`config.mk`:
```
export PLATFORM = sky130hd
export DESIGN_NAME = des_key_sched
export DESIGN_NICKNAME = d
export VERILOG_FILES = /design/src/common/des_pkg.sv /design/src/key_sched/key_sched_ctrl.sv /design/src/key_sched/cd_rotator.sv /design/src/key_sched/subkey_select.sv /design/src/key_sched/des_key_sched.sv
export VERILOG_INCLUDE_DIRS = /design/src /design/src/common
export SDC_FILE = /design/constraint.sdc
export NUM_CORES = 1
export LEC_CHECK = 0
export BUFFER_PORTS_ARGS = -buffer_cell sky130_fd_sc_hd__buf_2
export CAP_MARGIN = 10
export CORE_MARGIN = 2
export CORE_UTILIZATION = 30
export CTS_CLUSTER_DIAMETER = 120
export CTS_CLUSTER_SIZE = 25
export DETAILED_ROUTE_END_ITERATION = 10
export PLACE_DENSITY = 0.46
export SYNTH_ARGS = -nofsm -noshare
export SYNTH_HDL_FRONTEND = slang
export SYNTH_SLANG_ARGS = --single-unit
```
`constraint.sdc`:
```
create_clock -name clk -period 3.48 [get_ports clk]
set_clock_uncertainty 0.2 [all_clocks]
set_input_delay 0.348 -clock clk [delete_from_list [all_inputs] [get_ports clk]]
set_output_delay 0.348 -clock clk [all_outputs]
set_load 0.05 [all_outputs]
```
`src/common/des_settings.svh`:
```
`ifndef DES_SETTINGS_SVH
`define DES_SETTINGS_SVH

// ****************************************************************************
// widths of the key path
// ****************************************************************************

`define DES_KEY_W      64 // key as it enters, parity bits included.
`define DES_CD_W       56 // key after PC-1, C and D side by side.
`define DES_HALF_W     28 // one of the two rotating halves.
`define DES_SUBKEY_W   48 // round key after PC-2.

// ****************************************************************************
// round count and timing
// ****************************************************************************

`define DES_ROUNDS     16
`define DES_ROUND_W    4  // holds the round index 0 to 15.

// the sixteenth round key is the one that carries oflag.
`define DES_LAST_ROUND (`DES_ROUNDS - 1)

// bit i is set when round i+1 rotates by one place, the other rounds rotate
// by two. Rounds 1, 2, 9 and 16 are the short ones.
`define DES_SHIFT_ONE_MASK 16'h8103

`endif

```
`src/common/des_pkg.sv`:
```
`include "des_settings.svh"

package des_pkg;

	// ************************************************************************
	// vector types
	// ************************************************************************

	// bit numbering follows the DES standard, bit 1 is the most significant
	// one, so the permutation tables can be read straight off the standard.
	typedef logic [1:`DES_KEY_W] key_t;

	typedef logic [1:`DES_HALF_W] half_t; // a C or a D half.

	typedef logic [1:`DES_SUBKEY_W] subkey_t; // K1 to K16.

	// round index, 0 stands for K1 and 15 for K16.
	typedef logic [`DES_ROUND_W-1:0] round_t;

	// ************************************************************************
	// scheduler FSM
	// ************************************************************************

	typedef enum logic {
		IDLE, // waits for start.
		RUN   // one round key per clock.
	} sched_state_t;

endpackage

```
`src/key_sched/key_sched_ctrl.sv`:
```
`timescale 1ns/10ps
`include "des_settings.svh"

module key_sched_ctrl import des_pkg::*; (
	input  logic   clk,
	input  logic   arst_n,
	input  logic   start,
	input  logic   mode,
	output logic   busy,
	output logic   load,
	output logic   rotate,
	output logic   shift_two,
	output logic   rot_right,
	output logic   capture,
	output round_t cap_round,
	output logic   cap_last
);

	localparam round_t LAST_ROUND = round_t'(`DES_LAST_ROUND);
	localparam logic [`DES_ROUNDS-1:0] SHIFT_ONE = `DES_SHIFT_ONE_MASK;

	sched_state_t state;
	round_t       round_cnt; // counts captures, 0 to 15.
	logic         mode_q;
	round_t       shift_idx;

	// ************************************************************************
	// state machine and round counter
	// ************************************************************************

	always_ff @(posedge clk or negedge arst_n) begin
		if (!arst_n) begin
			state     <= IDLE;
			round_cnt <= '0;
			mode_q    <= 1'b0;
		end else begin
			case (state)
				IDLE: begin
					if (start) begin
						state     <= RUN;
						round_cnt <= '0;
						mode_q    <= mode; // held for the whole schedule.
					end
				end
				RUN: begin
					round_cnt <= round_cnt + round_t'(1);
					if (round_cnt == LAST_ROUND) begin
						state <= IDLE;
					end
				end
				default: state <= IDLE;
			endcase
		end
	end

	// ************************************************************************
	// strobes to the datapath
	// ************************************************************************

	assign busy    = (state == RUN);
	assign load    = start && (state == IDLE); // a start while busy is dropped.
	assign capture = (state == RUN);

	// the register already holds the last C and D when the last key is taken.
	assign rotate   = (state == RUN) && (round_cnt != LAST_ROUND);
	assign cap_last = (round_cnt == LAST_ROUND);

	// while idle the direction has to follow the live mode input, since the
	// load rotation happens before mode_q is written.
	assign rot_right = (state == IDLE) ? mode : mode_q;

	// the rotation in this cycle builds the C and D of the next key. Going
	// forward that is round cnt+2, going backward we undo round 16-cnt.
	assign shift_idx = mode_q ? (LAST_ROUND - round_cnt) : (round_cnt + round_t'(1));
	assign shift_two = !SHIFT_ONE[shift_idx];

	// decrypt hands out K16 first, so the round number runs down.
	assign cap_round = mode_q ? (LAST_ROUND - round_cnt) : round_cnt;

endmodule

```
`src/key_sched/cd_rotator.sv`:
```
`timescale 1ns/10ps
`include "des_settings.svh"

module cd_rotator import des_pkg::*; (
	input  logic  clk,
	input  logic  arst_n,
	input  key_t  key,
	input  logic  load,
	input  logic  rotate,
	input  logic  shift_two,
	input  logic  rot_right,
	output half_t c_half,
	output half_t d_half
);

	// ************************************************************************
	// PC-1, entry i names the key bit that lands on position i+1
	// ************************************************************************

	localparam int PC1 [`DES_CD_W] = '{
		57, 49, 41, 33, 25, 17,  9,
		 1, 58, 50, 42, 34, 26, 18,
		10,  2, 59, 51, 43, 35, 27,
		19, 11,  3, 60, 52, 44, 36,
		63, 55, 47, 39, 31, 23, 15,
		 7, 62, 54, 46, 38, 30, 22,
		14,  6, 61, 53, 45, 37, 29,
		21, 13,  5, 28, 20, 12,  4
	};

	logic [1:`DES_CD_W] key_pc1;
	half_t              c_pc1;
	half_t              d_pc1;

	// the eighth bit of every key byte is parity and is not in the table.
	always_comb begin
		for (int i = 0; i < `DES_CD_W; i++) begin
			key_pc1[i + 1] = key[PC1[i]];
		end
	end

	assign c_pc1 = key_pc1[1:`DES_HALF_W];
	assign d_pc1 = key_pc1[`DES_HALF_W+1:`DES_CD_W];

	// ************************************************************************
	// rotation of one half
	// ************************************************************************

	// left moves bits toward bit 1, the way the standard rotates.
	function automatic half_t rot_half(input half_t h, input logic right,
		input logic two);
		half_t r;
		case ({right, two})
			2'b00:   r = {h[2:`DES_HALF_W], h[1]};
			2'b01:   r = {h[3:`DES_HALF_W], h[1:2]};
			2'b10:   r = {h[`DES_HALF_W], h[1:`DES_HALF_W-1]};
			default: r = {h[`DES_HALF_W-1:`DES_HALF_W], h[1:`DES_HALF_W-2]};
		endcase
		return r;
	endfunction

	// ************************************************************************
	// C and D registers
	// ************************************************************************

	always_ff @(posedge clk or negedge arst_n) begin
		if (!arst_n) begin
			c_half <= '0;
			d_half <= '0;
		end else if (load) begin
			if (rot_right) begin
				// the 28 places of all rounds add up to a full turn, so C16 is C0.
				c_half <= c_pc1;
				d_half <= d_pc1;
			end else begin
				c_half <= rot_half(c_pc1, 1'b0, 1'b0); // round 1 shifts by one.
				d_half <= rot_half(d_pc1, 1'b0, 1'b0);
			end
		end else if (rotate) begin
			c_half <= rot_half(c_half, rot_right, shift_two);
			d_half <= rot_half(d_half, rot_right, shift_two);
		end
	end

endmodule

```
`src/key_sched/subkey_select.sv`:
```
`timescale 1ns/10ps
`include "des_settings.svh"

module subkey_select import des_pkg::*; (
	input  logic    clk,
	input  logic    arst_n,
	input  half_t   c_half,
	input  half_t   d_half,
	input  logic    capture,
	input  round_t  cap_round,
	input  logic    cap_last,
	output subkey_t subkey,
	output round_t  subkey_round,
	output logic    subkey_valid,
	output logic    oflag
);

	// ************************************************************************
	// PC-2 over the joined C and D, positions counted from 1
	// ************************************************************************

	localparam int PC2 [`DES_SUBKEY_W] = '{
		14, 17, 11, 24,  1,  5,
		 3, 28, 15,  6, 21, 10,
		23, 19, 12,  4, 26,  8,
		16,  7, 27, 20, 13,  2,
		41, 52, 31, 37, 47, 55,
		30, 40, 51, 45, 33, 48,
		44, 49, 39, 56, 34, 53,
		46, 42, 50, 36, 29, 32
	};

	logic [1:`DES_CD_W] cd;
	subkey_t            key_pc2;

	assign cd = {c_half, d_half};

	// C feeds the first 24 key bits and D the last 24, eight bits are dropped.
	always_comb begin
		for (int i = 0; i < `DES_SUBKEY_W; i++) begin
			key_pc2[i + 1] = cd[PC2[i]];
		end
	end

	// ************************************************************************
	// output register
	// ************************************************************************

	always_ff @(posedge clk or negedge arst_n) begin
		if (!arst_n) begin
			subkey       <= '0;
			subkey_round <= '0;
		end else if (capture) begin
			subkey       <= key_pc2;
			subkey_round <= cap_round; // round of the key now in subkey.
		end
	end

	always_ff @(posedge clk or negedge arst_n) begin
		if (!arst_n) begin
			subkey_valid <= 1'b0;
			oflag        <= 1'b0;
		end else begin
			subkey_valid <= capture;
			oflag        <= capture && cap_last; // last key of the schedule.
		end
	end

endmodule

```
`src/key_sched/des_key_sched.sv`:
```
`timescale 1ns/10ps

module des_key_sched import des_pkg::*; (
	input  logic    clk,
	input  logic    arst_n,
	input  logic    start,
	input  logic    mode,         // 0 encrypts, 1 decrypts.
	input  key_t    key,
	output subkey_t subkey,
	output round_t  subkey_round,
	output logic    subkey_valid,
	output logic    oflag,
	output logic    busy
);

	logic   load;
	logic   rotate;
	logic   shift_two;
	logic   rot_right;
	logic   capture;
	round_t cap_round;
	logic   cap_last;
	half_t  c_half;
	half_t  d_half;

	key_sched_ctrl i_ctrl (
		.clk       (clk),
		.arst_n    (arst_n),
		.start     (start),
		.mode      (mode),
		.busy      (busy),
		.load      (load),
		.rotate    (rotate),
		.shift_two (shift_two),
		.rot_right (rot_right),
		.capture   (capture),
		.cap_round (cap_round),
		.cap_last  (cap_last)
	);

	cd_rotator i_cd_rotator (
		.clk       (clk),
		.arst_n    (arst_n),
		.key       (key),
		.load      (load),
		.rotate    (rotate),
		.shift_two (shift_two),
		.rot_right (rot_right),
		.c_half    (c_half),
		.d_half    (d_half)
	);

	subkey_select i_subkey_select (
		.clk          (clk),
		.arst_n       (arst_n),
		.c_half       (c_half),
		.d_half       (d_half),
		.capture      (capture),
		.cap_round    (cap_round),
		.cap_last     (cap_last),
		.subkey       (subkey),
		.subkey_round (subkey_round),
		.subkey_valid (subkey_valid),
		.oflag        (oflag)
	);

endmodule

```
==> flow_summary.toml <==
[clock_tree]
clkTransAtPathRegs_ps = 60
clock_insertion_delay_worst_skew_ps = 420
clock_tree.htree_level_count = 4
cts_buffer_depth = 2
cts.root.buffer_cell = "sky130_fd_sc_hd__clkbuf_16"
cts_tree = "yes"
cts-buffers-inserted = 17
clkSinkCount = 116

[synthesis]
synth_seq_area_share_pct = 36.5
edff_count_synth = 0
ys_top_cells_by_area = "sky130_fd_sc_hd__dfrtp_1 37%, sky130_fd_sc_hd__a211oi_1 12%, sky130_fd_sc_hd__nand2_1 10%, sky130_fd_sc_hd__mux2_2 7.1%, sky130_fd_sc_hd__a21oi_1 6.9%"
postSynth.asyncResetShare_pct = 100
post_synth_num_cell_types = 41
syn-instance-count = 957
synth.ff_latch_count = 116
synthesis.nets = 1028
synthesis.yosys.warnings = 0
synth_flop_cell = "sky130_fd_sc_hd__dfrtp_1"
post-synth-top-area-cell = "sky130_fd_sc_hd__dfrtp_1"
yosysMostFrequentCell = "sky130_fd_sc_hd__nand2_1"
syn_area_sq_mm = 0.00795
synthesis.area_per_instance_sq_um = 8.31
synth_top_area_share_pct = 36.5
post_synth_most_frequent_cells = "222 x sky130_fd_sc_hd__nand2_1, 125 x sky130_fd_sc_hd__a211oi_1, 116 x sky130_fd_sc_hd__dfrtp_1"

[die]
initial_core_util_pct = 30.5
io_pins = 123
fp-row-count = 59
die_y_um = 167
die_outline_area_sq_mm = 0.0278
floorplan.die.width_um = 167
core_sq_mm = 0.0261

[drt]
vias = 8043
detail_route.vias_per_cell = 5.90
drc_violations = 0
detail_route.wl_per_cell_um = 19.9
postRouteAntennaNets = 0
route.final.wire_length_um = 27100
dr.pass1.iters = 7
drt_iter0_drc = 823

[placement]
placed_instances = 1330
detailed_place_hpwl_um = 16700
pre_cts_slack_ps = 583
globalplace.congestion = 0.785
port-buffer-count = 114

[setup_path]
critical_path_arrival_ps = 3080
timing.critical_path.cells = "ha_1, nor3b_1, mux2i_1, a41oi_2, and2_2, buf_4, mux2_4, a211oi_2"
startpoint = "i_ctrl.round_cnt[1]"
worstReg2RegStart = "i_ctrl.round_cnt[1]"
cp_slowest_stage_delay_ps = 460
timing.critical_path.to_type = "flip-flop"
critical_path.startpoint_type = "flip-flop"
worstSetupPathType = "reg -> reg"
crit_slowest_cell = "sky130_fd_sc_hd__dfrtp_1"
worstPathMaxFanout = 13
cp_data_required_time_ps = 3620
ff_to_ff_path_depth = 8

[worst_hold_path]
hold_path.startpoint = "start"
min-delay-path-class = "in -> reg"
hold_depth = 3

[flow_run]
maxCapViolCount = 0

[grt]
grt_remaining_overflow = 0
grt_antenna_before_repair = 0
grt_pass1_wl_um = 44300
grt_use_total_pct = 19.5
largest_net_degree_at_the_start_of_global_routing = 78
first_global_vias = 7603

[final_layout]
design.final.nets = 1087
layout-area-overhead-vs-synth_pct = 20.0
fillerInstances = 2722
share_of_layout_cells_above_drive_strength_1_pct = 22.9
stdcell_count = 1364
insertedDiodeCount = 0

[timing]
fin_tns_setup_ps = 0
finalSetupViolations = 0
postLayoutSetupSlackWorst_ps = 539
relSlewSlack_pct = 52.2
fin_crit_sh_pct = 84.5
grt_setup_unrepaired = "false"
maxSlewViolCount = 0
post-route-min-period_ps = 2940
worstMarginPinSlew_ps = 717
timing_hold_violations_final = 0
fmax_mhz = 340

[outcome]
status = "finished, final reports clean"
-- area by class of cell --
type / count / area, sq um / share of cell area (%)
Sequential cell: 116 / 2900 / 30.4
Timing Repair Buffer: 143 / 908 / 9.52
Clock inverter: 11 / 174 / 1.82
Clock buffer: 21 / 480 / 5.04
Inverter: 16 / 60.1 / 0.630
Tap cell: 335 / 419 / 4.39
Multi-Input combinational cell: 722 / 4590 / 48.2
-- path summary, 6_finish.rpt --
path                                               to  slack (ps)
max                           i_cd_rotator.d_half[19]         540
min                               i_ctrl.round_cnt[1]          80
max reg2reg                   i_cd_rotator.d_half[19]         540
min reg2reg                i_subkey_select.subkey[26]         300
max in group asynchronous     i_cd_rotator.d_half[11]        1910
min in group asynchronous  i_subkey_select.subkey[41]         300
-- placed cells by master, fill, tap and decap left out, types with 13 or more instances in the layout --
cell	Yosys	final
sky130_fd_sc_hd__a211oi_1	125	125
sky130_fd_sc_hd__a21oi_1	110	110
sky130_fd_sc_hd__a221o_1	36	36
sky130_fd_sc_hd__a221oi_1	32	32
sky130_fd_sc_hd__a311oi_1	32	32
sky130_fd_sc_hd__and3_1	15	15
sky130_fd_sc_hd__buf_2	18	113
sky130_fd_sc_hd__buf_4	4	19
sky130_fd_sc_hd__clkbuf_16	0	17
sky130_fd_sc_hd__dfrtp_1	116	115
sky130_fd_sc_hd__inv_1	16	16
sky130_fd_sc_hd__mux2_2	50	49
sky130_fd_sc_hd__nand2_1	222	221
sky130_fd_sc_hd__nand3_1	24	24
sky130_fd_sc_hd__o21ai_0	13	13
-- through the flow --
stage                     instance area, sq um  utilization (%)  hold slack (ps)
after floorplan                           7950                -             -148
after global placement                    8860             34.0              208
after detailed placement                  8860             34.0              210
after CTS                                 9540             36.6             58.4
after global routing                      9540             36.6             87.6
final                                     9540             36.6             78.4
-- state kept, by name, indices dropped and copies added (netlist names) --
register / cells
i_subkey_select.subkey: 48
i_cd_rotator.c_half: 28
i_cd_rotator.d_half: 28
i_ctrl.round_cnt: 4
i_subkey_select.subkey_round: 4
i_ctrl.busy: 1
i_ctrl.mode_q: 1
i_subkey_select.oflag: 1
i_subkey_select.subkey_valid: 1
-- logic make-up (layout without fill, tap and decap cells) --
logic type	Yosys count	after routing	synth area share, %
and+or+nand+nor	289	289	15.0
xor gates and xnor gates	4	4	0.441
adders and majority gates	3	3	0.472
muxes	54	54	7.71
buffers and inverters	119	191	6.19
AOI/OAI and AO/OA	372	372	33.6
DFF	116	116	36.5
-- critical path: cells and delay by family (launching register included) --
kind	cells	cell delay (ps)
compound gates	2	540
fa+ha+maj	1	390
buf+inv	1	240
flops	1	460
mux	2	420
simple gates	2	610
-- metal layers --
layer | global-route usage (%) | vias to the layer above | part of all wire (%)
met5 | 0 | - | 0
met4 | 5.10 | 0 | 1.3
met3 | 3.09 | 29 | 4.9
met2 | 28.3 | 260 | 44
met1 | 29.8 | 3993 | 50
li1 | - | 3761 | -
-- timing repair --
item,in CTS,in global routing
hold buffers,2,0
gates resized for setup,0,0
hold endpoints to repair,45,0
setup buffers,0,0
Power is left out: the tool's default activity adds up to more than one toggle a clock period on the data nets, which glitch-free logic cannot reach.
